## src/logic/rename_pkg.sv

```systemverilog
// rename_pkg: register and buffer sizes, index types, reorder-buffer entry states
package rename_pkg;

	//////////////////////
	// sizes
	//////////////////////

	// architectural register file, identity mapped after reset
	localparam int num_arch_regs = 32;

	// physical register file
	localparam int num_phys_regs = 40;

	// PRNs left over once every ARN holds one
	localparam int num_free = num_phys_regs - num_arch_regs;

	// reorder-buffer entries
	localparam int rob_depth = 16;

	//////////////////////
	// index types
	//////////////////////

	// architectural register index
	typedef logic [$clog2(num_arch_regs)-1:0] arn_t;

	// physical register index
	typedef logic [$clog2(num_phys_regs)-1:0] prn_t;

	// reorder-buffer slot, wraps at rob_depth
	typedef logic [$clog2(rob_depth)-1:0] rob_idx_t;

	// reorder-buffer occupancy, 0 to rob_depth
	typedef logic [$clog2(rob_depth+1)-1:0] rob_count_t;

	// free-list slot, wraps at num_free
	typedef logic [$clog2(num_free)-1:0] free_idx_t;

	// free-list occupancy, 0 to num_free
	typedef logic [$clog2(num_free+1)-1:0] free_count_t;

	//////////////////////
	// entry states
	//////////////////////

	// life of one reorder-buffer slot
	// free -> busy on dispatch
	// busy -> done on completion
	// done -> free on retirement
	typedef enum logic [1:0] {
		entry_free = 2'd0,
		entry_busy = 2'd1,
		entry_done = 2'd2
	} entry_state_t;

endpackage
```

## src/logic/rename_if.sv

```systemverilog
// rename_if: per-dispatch rename data shared by reorder buffer, map table and free list
interface rename_if;

	import rename_pkg::*;

	// dispatch handshake completes this cycle
	logic fire;

	// destination register of the dispatching instruction
	arn_t arn;

	// instruction writes a register
	logic reg_write;

	// PRN taken from the free list head
	prn_t new_prn;

	// mapping of arn before this dispatch
	prn_t old_prn;

	// reorder buffer decides acceptance
	modport rob (output fire, input arn, input reg_write, input new_prn, input old_prn);

	// map table looks up and updates arn
	modport map (input fire, input arn, input reg_write, input new_prn, output old_prn);

	// free list hands out PRNs
	modport pool (input fire, input reg_write, output new_prn);

endinterface

```

## src/logic/rename_core.sv

```systemverilog
// rename_core: top level joining free list, map table and reorder buffer to plain ports
module rename_core (
	input logic clock,
	input logic rst_n,

	// dispatch
	input logic dispatch_valid,
	output logic dispatch_ready,
	input rename_pkg::arn_t dispatch_arn,
	input logic dispatch_reg_write,
	output rename_pkg::prn_t dispatch_prn,
	output rename_pkg::prn_t dispatch_old_prn,
	output rename_pkg::rob_idx_t dispatch_rob_idx,

	// completion bus is always accepted
	input logic complete_valid,
	input rename_pkg::rob_idx_t complete_rob_idx,

	// in-order retirement
	output logic retire_valid,
	input logic retire_ready,
	output rename_pkg::arn_t retire_arn,
	output logic retire_reg_write,
	output rename_pkg::prn_t retire_prn,
	output rename_pkg::prn_t retire_old_prn
);

	import rename_pkg::*;

	// free list status into dispatch acceptance
	logic free_empty;

	// retirement returns a PRN to the free list
	logic release_valid;
	prn_t release_prn;

	//////////////////////
	// rename bundle
	//////////////////////

	rename_if rn ();

	assign rn.arn = dispatch_arn;
	assign rn.reg_write = dispatch_reg_write;

	// rename results straight out in the dispatch cycle
	assign dispatch_prn = rn.new_prn;
	assign dispatch_old_prn = rn.old_prn;

	//////////////////////
	// blocks
	//////////////////////

	free_list i_free_list (
		.clock(clock),
		.rst_n(rst_n),
		.pool(rn.pool),
		.free_empty(free_empty),
		.release_valid(release_valid),
		.release_prn(release_prn)
	);

	map_table i_map_table (
		.clock(clock),
		.rst_n(rst_n),
		.map(rn.map)
	);

	reorder_buffer i_reorder_buffer (
		.clock(clock),
		.rst_n(rst_n),
		.rob(rn.rob),
		.dispatch_valid(dispatch_valid),
		.dispatch_ready(dispatch_ready),
		.dispatch_rob_idx(dispatch_rob_idx),
		.free_empty(free_empty),
		.complete_valid(complete_valid),
		.complete_rob_idx(complete_rob_idx),
		.retire_valid(retire_valid),
		.retire_ready(retire_ready),
		.retire_arn(retire_arn),
		.retire_reg_write(retire_reg_write),
		.retire_prn(retire_prn),
		.retire_old_prn(retire_old_prn),
		.release_valid(release_valid),
		.release_prn(release_prn)
	);

endmodule

```

## src/logic/reorder_buffer.sv

```systemverilog
// reorder_buffer: circular entry store with dispatch acceptance, completion and in-order retirement
module reorder_buffer (
	input logic clock,
	input logic rst_n,
	rename_if.rob rob,
	input logic dispatch_valid,
	output logic dispatch_ready,
	output rename_pkg::rob_idx_t dispatch_rob_idx,
	input logic free_empty,
	input logic complete_valid,
	input rename_pkg::rob_idx_t complete_rob_idx,
	output logic retire_valid,
	input logic retire_ready,
	output rename_pkg::arn_t retire_arn,
	output logic retire_reg_write,
	output rename_pkg::prn_t retire_prn,
	output rename_pkg::prn_t retire_old_prn,
	output logic release_valid,
	output rename_pkg::prn_t release_prn
);

	import rename_pkg::*;

	// per-entry state
	entry_state_t state_q [rob_depth];

	// per-entry payload
	arn_t arn_q [rob_depth];
	logic reg_write_q [rob_depth];
	prn_t prn_q [rob_depth];
	prn_t old_prn_q [rob_depth];

	// oldest entry, next free slot, occupancy
	rob_idx_t head_q;
	rob_idx_t tail_q;
	rob_count_t count_q;

	logic rob_full;
	logic retire_fire;

	//////////////////////
	// dispatch
	//////////////////////

	assign rob_full = (count_q == rob_count_t'(rob_depth));

	// writers also need a PRN from the free list
	assign dispatch_ready = !rob_full && !(rob.reg_write && free_empty);
	assign rob.fire = dispatch_valid && dispatch_ready;

	// new entry lands on the tail
	assign dispatch_rob_idx = tail_q;

	//////////////////////
	// retirement
	//////////////////////

	// head must be done, busy entries behind it wait
	assign retire_valid = (state_q[head_q] == entry_done);
	assign retire_fire = retire_valid && retire_ready;

	assign retire_arn = arn_q[head_q];
	assign retire_reg_write = reg_write_q[head_q];
	assign retire_prn = prn_q[head_q];
	assign retire_old_prn = old_prn_q[head_q];

	// superseded mapping goes back to the pool
	assign release_valid = retire_fire && reg_write_q[head_q];
	assign release_prn = old_prn_q[head_q];

	// pointers wrap on their own since depth is a power of two
	always_ff @(posedge clock or negedge rst_n) begin
		if (!rst_n) begin
			head_q <= '0;
			tail_q <= '0;
			count_q <= '0;
		end else begin
			if (rob.fire) begin
				tail_q <= tail_q + 1'b1;
			end
			if (retire_fire) begin
				head_q <= head_q + 1'b1;
			end
			if (rob.fire && !retire_fire) begin
				count_q <= count_q + 1'b1;
			end else if (retire_fire && !rob.fire) begin
				count_q <= count_q - 1'b1;
			end
		end
	end

	// entry states
	// tail, head and completion never name the same slot in one cycle
	always_ff @(posedge clock or negedge rst_n) begin
		if (!rst_n) begin
			for (int i = 0; i < rob_depth; i++) begin
				state_q[i] <= entry_free;
			end
		end else begin
			if (rob.fire) begin
				state_q[tail_q] <= entry_busy;
			end
			// out-of-order finish
			if (complete_valid) begin
				state_q[complete_rob_idx] <= entry_done;
			end
			if (retire_fire) begin
				state_q[head_q] <= entry_free;
			end
		end
	end

	// payload captured on dispatch
	always_ff @(posedge clock) begin
		if (rob.fire) begin
			arn_q[tail_q] <= rob.arn;
			reg_write_q[tail_q] <= rob.reg_write;
			prn_q[tail_q] <= rob.new_prn;
			old_prn_q[tail_q] <= rob.old_prn;
		end
	end

	//////////////////////
	// checks
	//////////////////////

	// completion bus may only finish in-flight work
	a_complete_busy: assert property (@(posedge clock) disable iff (!rst_n)
		complete_valid |-> (state_q[complete_rob_idx] == entry_busy))
		else $error("completion named an entry that is not busy");

endmodule

```

## src/logic/map_table.sv

```systemverilog
// map_table: speculative ARN to PRN mapping with identity contents after reset
module map_table (
	input logic clock,
	input logic rst_n,
	rename_if.map map
);

	import rename_pkg::*;

	// one PRN per architectural register
	prn_t map_q [num_arch_regs];

	logic map_write;

	//////////////////////
	// lookup
	//////////////////////

	// previous mapping of the destination
	// read before this cycle's update takes effect
	assign map.old_prn = map_q[map.arn];

	// non-writing instructions leave the table alone
	assign map_write = map.fire && map.reg_write;

	//////////////////////
	// update
	//////////////////////

	// ARN n starts out on PRN n
	always_ff @(posedge clock or negedge rst_n) begin
		if (!rst_n) begin
			for (int i = 0; i < num_arch_regs; i++) begin
				map_q[i] <= prn_t'(i);
			end
		end else if (map_write) begin
			// newest producer of arn
			map_q[map.arn] <= map.new_prn;
		end
	end

	// a written destination must leave the identity range or come back from retirement
	// so the new PRN is never the one it replaces
	a_new_differs: assert property (@(posedge clock) disable iff (!rst_n)
		map_write |-> (map.new_prn != map.old_prn))
		else $error("rename reused the PRN being replaced");

endmodule

```

## src/logic/free_list.sv

```systemverilog
// free_list: FIFO of unmapped physical registers, pop on dispatch and push on retirement
module free_list (
	input logic clock,
	input logic rst_n,
	rename_if.pool pool,
	output logic free_empty,
	input logic release_valid,
	input rename_pkg::prn_t release_prn
);

	import rename_pkg::*;

	// PRN storage
	prn_t slot_q [num_free];

	// read and write pointers
	free_idx_t head_q;
	free_idx_t tail_q;
	free_count_t count_q;

	logic pop;

	//////////////////////
	// control
	//////////////////////

	// only register-writing dispatches consume a PRN
	assign pop = pool.fire && pool.reg_write;

	assign free_empty = (count_q == '0);

	// head of the FIFO, valid whenever not empty
	assign pool.new_prn = slot_q[head_q];

	// pointers wrap on their own since num_free is a power of two
	always_ff @(posedge clock or negedge rst_n) begin
		if (!rst_n) begin
			head_q <= '0;
			// full after reset
			tail_q <= '0;
			count_q <= free_count_t'(num_free);
		end else begin
			if (pop) begin
				head_q <= head_q + 1'b1;
			end
			if (release_valid) begin
				tail_q <= tail_q + 1'b1;
			end
			// pop and push together leave the count alone
			if (pop && !release_valid) begin
				count_q <= count_q - 1'b1;
			end else if (release_valid && !pop) begin
				count_q <= count_q + 1'b1;
			end
		end
	end

	// PRNs above the identity range start out free
	always_ff @(posedge clock or negedge rst_n) begin
		if (!rst_n) begin
			for (int i = 0; i < num_free; i++) begin
				slot_q[i] <= prn_t'(num_arch_regs + i);
			end
		end else if (release_valid) begin
			slot_q[tail_q] <= release_prn;
		end
	end

	//////////////////////
	// checks
	//////////////////////

	// dispatch_ready in the reorder buffer must hold back on empty
	a_no_pop_empty: assert property (@(posedge clock) disable iff (!rst_n)
		pop |-> !free_empty)
		else $error("free list popped while empty");

	// releases can never outnumber outstanding allocations
	a_no_push_full: assert property (@(posedge clock) disable iff (!rst_n)
		release_valid |-> (count_q != free_count_t'(num_free)))
		else $error("free list pushed while full");

endmodule

```

## config.mk

```make
export PLATFORM = sky130hd
export DESIGN_NAME = rename_core
export DESIGN_NICKNAME = d
export VERILOG_FILES = /design/src/logic/rename_pkg.sv /design/src/logic/rename_if.sv /design/src/logic/rename_core.sv /design/src/logic/reorder_buffer.sv /design/src/logic/map_table.sv /design/src/logic/free_list.sv
export SDC_FILE = /design/constraint.sdc
export NUM_CORES = 1
export LEC_CHECK = 0
export BUFFER_PORTS_ARGS = -buffer_cell sky130_fd_sc_hd__buf_2
export CAP_MARGIN = 20
export CORE_UTILIZATION = 45
export DETAILED_ROUTE_END_ITERATION = 16
export PLACE_DENSITY = 0.71
export SYNTH_ARGS = -nofsm -noshare
export SYNTH_HDL_FRONTEND = slang
export SYNTH_SLANG_ARGS = --single-unit
export TNS_END_PERCENT = 1
```

## constraint.sdc

```tcl
create_clock -name clock -period 3.5 [get_ports clock]
set_input_delay 0.175 -clock clock [delete_from_list [all_inputs] [get_ports clock]]
set_output_delay 0.175 -clock clock [all_outputs]
set_load 0.02 [all_outputs]
```

# Word level (Yosys, flattened, before mapping)
# Memories as Yosys holds them, arrays and structs flattened.
# Index checks and enable logic that the tools add are counted.
[classes] addsub=8 magnitude_cmp=11 n_eq_ne=2 n_mux=30 bitwise_logic=14 reduce_logical=24
[ops] cell="192-bit bitwise mux" count=1
[ops] cell="32-bit 2-to-1 mux" count=3
[ops] cell="48-bit bitwise mux" count=1
[ops] cell="6-bit 2-to-1 mux" count=6
[ops] cell="16-bit AND" count=2
[ops] cell="32-bit AND" count=1
[ops] cell="16-bit NOT" count=2
[ops] cell="32-bit NOT" count=1
[ops] cell="16-bit bitwise OR" count=2
[ops] cell="6-bit binary-select mux with 5-bit select" count=1
[ops] cell="6-bit demux with 5-bit select" count=1
[ops] cell="2-bit demux with 4-bit select" count=3
[ops] cell="6-bit binary-select mux with 3-bit select" count=1
[ops] cell="6-bit demux with 3-bit select" count=1
[ops] cell="5-bit greater-or-equal comparator, second input constant" count=3
[ops] cell="1-bit logical AND" count=15
[ops] cell="5-bit by 1-bit < comparator with 1-bit output, second input constant" count=3
[ops] cell="4-bit NOT with 5-bit output" count=3
[ops] cell="4-bit by 1-bit adder with 4-bit output, second input constant" count=3
[ops] cell="2-bit 2-to-1 mux" count=5
[ops] cell="5-bit 2-to-1 mux" count=2
[ops] cell="2-bit binary-select mux with 4-bit select" count=1
[ops] cell="4-bit greater-or-equal comparator, second input constant" count=2
[ops] cell="4-bit 2-to-1 mux" count=2
[ops] cell="15 further kinds" count=24
[word_totals] ff_bits=295 ram_bits=288 out_inout_bits=36 elab_cells=155 mem_count=4
[memory_table] memory="i_reorder_buffer.old_prn_q" depth=16 width=6 read_ports=1 rd_ports_with_merged_regs=0 wr=1 line="reorder_buffer.sv:31" text="prn_t old_prn_q [rob_depth];"
[memory_table] memory="i_reorder_buffer.prn_q" depth=16 width=6 read_ports=1 rd_ports_with_merged_regs=0 wr=1 line="reorder_buffer.sv:30" text="prn_t prn_q [rob_depth];"
[memory_table] memory="i_reorder_buffer.arn_q" depth=16 width=5 read_ports=1 rd_ports_with_merged_regs=0 wr=1 line="reorder_buffer.sv:28" text="arn_t arn_q [rob_depth];"
[memory_table] memory="i_reorder_buffer.reg_write_q" depth=16 width=1 read_ports=1 rd_ports_with_merged_regs=0 wr=1 line="reorder_buffer.sv:29" text="logic reg_write_q [rob_depth];"

# Longest topological paths before layout
[depth] depth_word=12 ltp_mapped=14 ltp_nobuf=13

# Cells and area by module
# From an unflattened synthesis, not the netlist that was laid out.
[unflattened] cells_unflattened=1500 area_unflattened_um2=25339.3
[by_module_without_submodules] mod="reorder_buffer" instances=1 cells_per_inst=665 area_each_um2=13432.9
[by_module_without_submodules] mod="map_table" instances=1 cells_per_inst=657 area_each_um2=9059.9
[by_module_without_submodules] mod="free_list" instances=1 cells_per_inst=178 area_each_um2=2846.5

# Worst setup path before layout
# No wires, ideal clock.
[synth_timing] kind="register to register" startpoint="register i_reorder_buffer.head_q[1]" endpoint="register i_reorder_buffer.count_q[4]" setup_time_ns=0.125 arrival_time_ns=3.427 slack_ns=-0.052 stages_incl_launch_ff=15 cell_sequence="dfrtp_1 > buf_6 > mux4_2 > mux2i_4 > nand2_1 > o21ai_0 > nand2_1 > ha_1 > inv_1 > ha_1 > a21o_1 > a21oi_1 > xnor2_1 > nor2_1 > xor2_1"
[synth_via] elab_chain_cells=9 elab_cells_between_ends=11 classes_between="eq/ne (1); mux (4); bitwise (1); reduce/logical (5)"
[synth_rtl] item="from (decl)" line="reorder_buffer.sv:34" text="rob_idx_t head_q;"
[synth_rtl] item="from (signal assigned)" line="reorder_buffer.sv:82" text="head_q <= head_q + 1'b1;"
[synth_rtl] item="4-bit NOT with 5-bit output (not written as such) *" line="reorder_buffer.sv:59" text="assign retire_valid = (state_q[head_q] == entry_done);"
[synth_rtl] item="2-bit binary-select mux with 4-bit select *" line="reorder_buffer.sv:59"
[synth_rtl] item="2-bit 2-to-1 mux (not written as such) * (2 in a row)" line="reorder_buffer.sv:59"
[synth_rtl] item="2-bit equality test *" line="reorder_buffer.sv:59"
[synth_rtl] item="via retire_valid" line="rename_core.sv:20" text="output logic retire_valid,"
[synth_rtl] item="1-bit logical AND *" line="reorder_buffer.sv:60" text="assign retire_fire = retire_valid && retire_ready;"
[synth_rtl] item="1-bit zero test" line="reorder_buffer.sv:84" text="if (rob.fire && !retire_fire) begin"
[synth_rtl] item="1-bit logical AND" line="reorder_buffer.sv:84"
[synth_rtl] item="5-bit 2-to-1 mux / 2-bit nonzero test (equally long branches)"
[synth_rtl] item="to (signal assigned)" line="reorder_buffer.sv:85" text="count_q <= count_q + 1'b1;"
[synth_rtl] item="to (signal assigned)" line="reorder_buffer.sv:87" text="count_q <= count_q - 1'b1;"
[synth_rtl] item="to (decl)" line="reorder_buffer.sv:36" text="rob_count_t count_q;"
# Mark *: on every way through the listed nets, which the timed path passes. The rest lies on a longest branch. The select of a mux whose other input is x is not followed.
# A chain may end at the register's enable or synchronous reset.

# Final worst setup path
[layout_timing] startpoint="register i_reorder_buffer.head_q[3]" endpoint="register i_reorder_buffer.count_q[4]"
[layout_via] elab_chain_cells=9 elab_cells_between_ends=11 classes_between="eq/ne (1); mux (4); bitwise (1); reduce/logical (5)"
[layout_rtl] item="4-bit NOT with 5-bit output (not written as such) *" line="reorder_buffer.sv:59"
[layout_rtl] item="2-bit binary-select mux with 4-bit select *" line="reorder_buffer.sv:59"
[layout_rtl] item="2-bit 2-to-1 mux (not written as such) * (2 in a row)" line="reorder_buffer.sv:59"
[layout_rtl] item="2-bit equality test *" line="reorder_buffer.sv:59"
[layout_rtl] item="1-bit logical AND *" line="reorder_buffer.sv:60"
[layout_rtl] item="1-bit zero test" line="reorder_buffer.sv:84"
[layout_rtl] item="1-bit logical AND" line="reorder_buffer.sv:84"
[layout_rtl] item="5-bit 2-to-1 mux / 2-bit nonzero test (equally long branches)"
# Every way passes the cells marked *; elsewhere a longest branch is shown, timed or not. The select of a mux whose other input is x is not followed.

==> results.cfg <==
[timing]
min_period_ns = 3.30
hold_violation_total_from_the_final_report = 0
hold_ws_ns = 0.0328
worst_slew_margin_rel_pct = 34.8
min_period_over_period_pct = 94.3
worst_clock_skew_ns = 0.0475
final-max-slew-violation-count = 0
transition_time_at_the_pin_with_the_least_slew_margin_ns = 0.976
setup_repair_after_global_routing_missed_its_margin = no
slack_of_the_critical_path_ns = 0.199
setup_viol = 0
clock.fmax_mhz = 303
fin_setup_tns_ns = 0

[die]
core.rowCount = 85
starting_utilization_of_the_core_area_pct = 45.6
io-pin-count = 51
floorplan.die.height_um = 235
dieArea_sq_um = 55400
core_area_sq_um = 53800
chipWidth_um = 235

[power]
power_switching_share_pct = 33.3
power.density_cell_area_nw_per_um2 = 871
p_int_mw = 16.3
power.share.clock_pct = 26.2
comb_power_share_pct = 32.0
totalPowerFinal_mw = 24.5
net_switching_power_figure_mw = 8.14
vdd_drop_max_v = 0.000463
power.sequential.fraction_pct = 41.8
power.leakage_nw = 10.5

[place]
dp_slack_ns = 0.207
dp_area_sq_um = 25900
dp.cells = 2300
placement.io_buffers = 50
globalplace.congestion = 0.856
hpwlAfterDp_um = 33800

[synthesis]
synth_top_cell_area_share_pct = 35.3
synth-edff-count = 288
synth_top_cells_by_area = sky130_fd_sc_hd__edfxtp_1 35%, sky130_fd_sc_hd__dfrtp_1 20%, sky130_fd_sc_hd__mux4_2 14%
synth.distinct_cells = 52
synth_cell_area_sq_um = 24500
synth_largest_area_cell = sky130_fd_sc_hd__edfxtp_1
synth-main-ff-cell = sky130_fd_sc_hd__edfxtp_1
synth-seq-area-share_pct = 65.9
ys.warnings.count = 0
synth-seq-cells = 583
synth_fp_nets = 1635
synth-async-reset-ratio_pct = 50.6
synthCells = 1601
syn_avg_cell_area_sq_um = 15.3

[grt]
overflow = 0
wire_length_of_the_first_global_routing_pass_um = 87400
groute.usage.overall_pct = 20.6
antenna_violations_before_repair = 2
first_global_vias = 14449
grt_max_degree = 117

[detailed_routing]
wl_per_cell_um = 23.0
drt-vias-per-instance = 5.82
routed_wirelength_um = 55900
initialDrtViolationCount = 1248
ant_nets = 0
drcViolationCount = 0
drt_pre_antenna_iters = 7
routed-via-count = 14111

[finish]
final_layout_size_suffix_gt1_share_pct = 30.8
finalNetCount = 1713
layout_utilization_pct = 52.2
syn2layout_area_growth_pct = 14.5
final_cell_area_sq_um = 28100
finalNonFillerCells = 2425
area_used_by_multi_input_combinational_logic_sq_um = 7990
layout.cells.most_common_list = 288 x sky130_fd_sc_hd__edfxtp_1, 192 x sky130_fd_sc_hd__dfrtp_1, 160 x sky130_fd_sc_hd__a21oi_1
n_antenna_cell = 0
sequential_cell_area_sq_um = 16200
most_common_library_cell_in_the_layout_ignoring_fill_and_taps = sky130_fd_sc_hd__edfxtp_1
num-fill-cells = 4285

[clocking]
clockRootBuffer = sky130_fd_sc_hd__clkbuf_16
cts_htree_levels = 2
cts_setup_buffers = 0
worst_skew_pair.late_latency_ns = 0.66
ctsLongestPathBuffers = 3
numCtsBuffers = 59
cts_tree = yes
reg_clk_slew_reported_paths_ns = 0.06
cts.sinks = 583

[worst_setup_path]
timing.critical_path.max_delay_family = flip-flops
worst-endpoint-required_ns = 4.00
path_class = reg2reg
data_arrival_time_of_the_critical_path_ns = 3.80
timing.reg2reg.setup_slack_ns = 0.20
crit_fanout = 16
critical-path-slowest-cell = sky130_fd_sc_hd__dfrtp_1
worstPathCellList = mux4_2, mux2_2, nand3_1, o21ai_1, nand2_1, ha_1, inv_1, ha_1, a21o_1, a21oi_1, xnor2_1, nor2_1, xor2_1
crit_path_end_kind = flip-flop
cp_launch_type = flip-flop
critical-path-max-stage-delay_ns = 0.72
worst_path_most_repeated_cell = sky130_fd_sc_hd__ha_1
critPathBufInv = 1

[flow_run]
maxCapViolCount = 0

[status]
outcome = finished, final reports clean

[min_path]
hold_path.class = in2reg
## path summary, 6_finish.rpt
path	from	to	cells past startpoint
setup reg to reg	i_reorder_buffer.head_q[3]$_DFFE_PN0N_	i_reorder_buffer.count_q[4]$_DFFE_PN0P_	13
setup / recovery	i_reorder_buffer.head_q[3]$_DFFE_PN0N_	i_reorder_buffer.count_q[4]$_DFFE_PN0P_	13
hold reg to reg	i_reorder_buffer.count_q[4]$_DFFE_PN0P_	i_reorder_buffer.count_q[4]$_DFFE_PN0P_	1
min in group asynchronous	rst_n	i_map_table.map_q[118]$_DFFE_PN0P_	2
hold / removal	dispatch_arn[4]	i_reorder_buffer.arn_q[9][4]$_DFFE_PP_	1
max in group asynchronous	rst_n	i_reorder_buffer.head_q[1]$_DFFE_PN0N_	3
## power by group through the flow
stage | clock network (mW) | registers, mW | logic (mW)
after detailed placement | 0 | 10.3 | 7.83
after global routing | 6.77 | 10.4 | 8.45
after CTS | 6.52 | 10.2 | 7.89
final | 6.42 | 10.2 | 7.82
after global placement | 0 | 10.2 | 7.63
after floorplan | 0 | 9.93 | 5.52
## routing by layer
metal | up-vias | share of wire, % | GRT usage [%]
met1 | 7300 | 41 | 28.1
met5 | - | 0.023 | 0
met3 | 113 | 6.0 | 2.90
met4 | 2 | 3.0 | 7.19
li1 | 6207 | - | -
met2 | 489 | 50 | 34.1
## synth_stat cells (14+ instances only)
cell type and number:
sky130_fd_sc_hd__clkbuf_1 80, sky130_fd_sc_hd__buf_1 17, sky130_fd_sc_hd__nand2_1 82, sky130_fd_sc_hd__a21oi_1 160
sky130_fd_sc_hd__edfxtp_1 288, sky130_fd_sc_hd__inv_1 16, sky130_fd_sc_hd__mux4_2 157, sky130_fd_sc_hd__dfrtp_1 194
sky130_fd_sc_hd__nand3_1 15, sky130_fd_sc_hd__a22oi_1 36, sky130_fd_sc_hd__nor2_1 165, sky130_fd_sc_hd__buf_2 14
sky130_fd_sc_hd__ha_1 18, sky130_fd_sc_hd__o21ai_0 84, sky130_fd_sc_hd__and2_1 17, sky130_fd_sc_hd__dfstp_2 101
sky130_fd_sc_hd__mux2_1 25, sky130_fd_sc_hd__xnor2_1 14, sky130_fd_sc_hd__mux2_2 23
## what timing repair did
action | 4_1_cts | 5_1_grt
setup endpoints to repair | 3 | 3
gates resized for setup | 1 | 1
hold endpoints to repair | 141 | 0
hold buffers | 13 | 0
gates cloned | 0 | 0
## cells by family after synthesis
family / Yosys count / share of synthesized area [%]
AOI/OAI and AO/OA: 293 / 6.51
xor gates and xnor gates: 20 / 0.714
adders and majority gates: 19 / 1.00
buffers and inverters: 131 / 2.15
DFF: 583 / 65.9
muxes: 220 / 17.4
and+or+nand+nor: 335 / 6.31
## state kept, by name, summed over array words and instances (netlist names)
| register | flops |
|---|---|
| i_reorder_buffer.count_q | 5 |
| i_free_list.count_q | 4 |
| i_reorder_buffer.old_prn_q | 96 |
| i_reorder_buffer.reg_write_q | 16 |
| i_free_list.head_q | 3 |
| i_free_list.tail_q | 3 |
| i_reorder_buffer.arn_q | 80 |
| i_map_table.map_q | 192 |
| i_reorder_buffer.prn_q | 96 |
| i_reorder_buffer.state_q | 32 |
| i_free_list.slot_q | 48 |
| i_reorder_buffer.dispatch_rob_idx | 4 |
| i_reorder_buffer.head_q | 4 |
## area by class of cell
cell class              count  share of cell area, %
flip-flops and latches    583                   57.6
clock inverters            30                   1.27
well taps                 696                   3.10
repair buffers            131                   3.47
inverters                  17                  0.227
multi-input cells         887                   28.5
clock buffers              81                   5.88
Note: power is estimated with default switching activity, not from simulation.
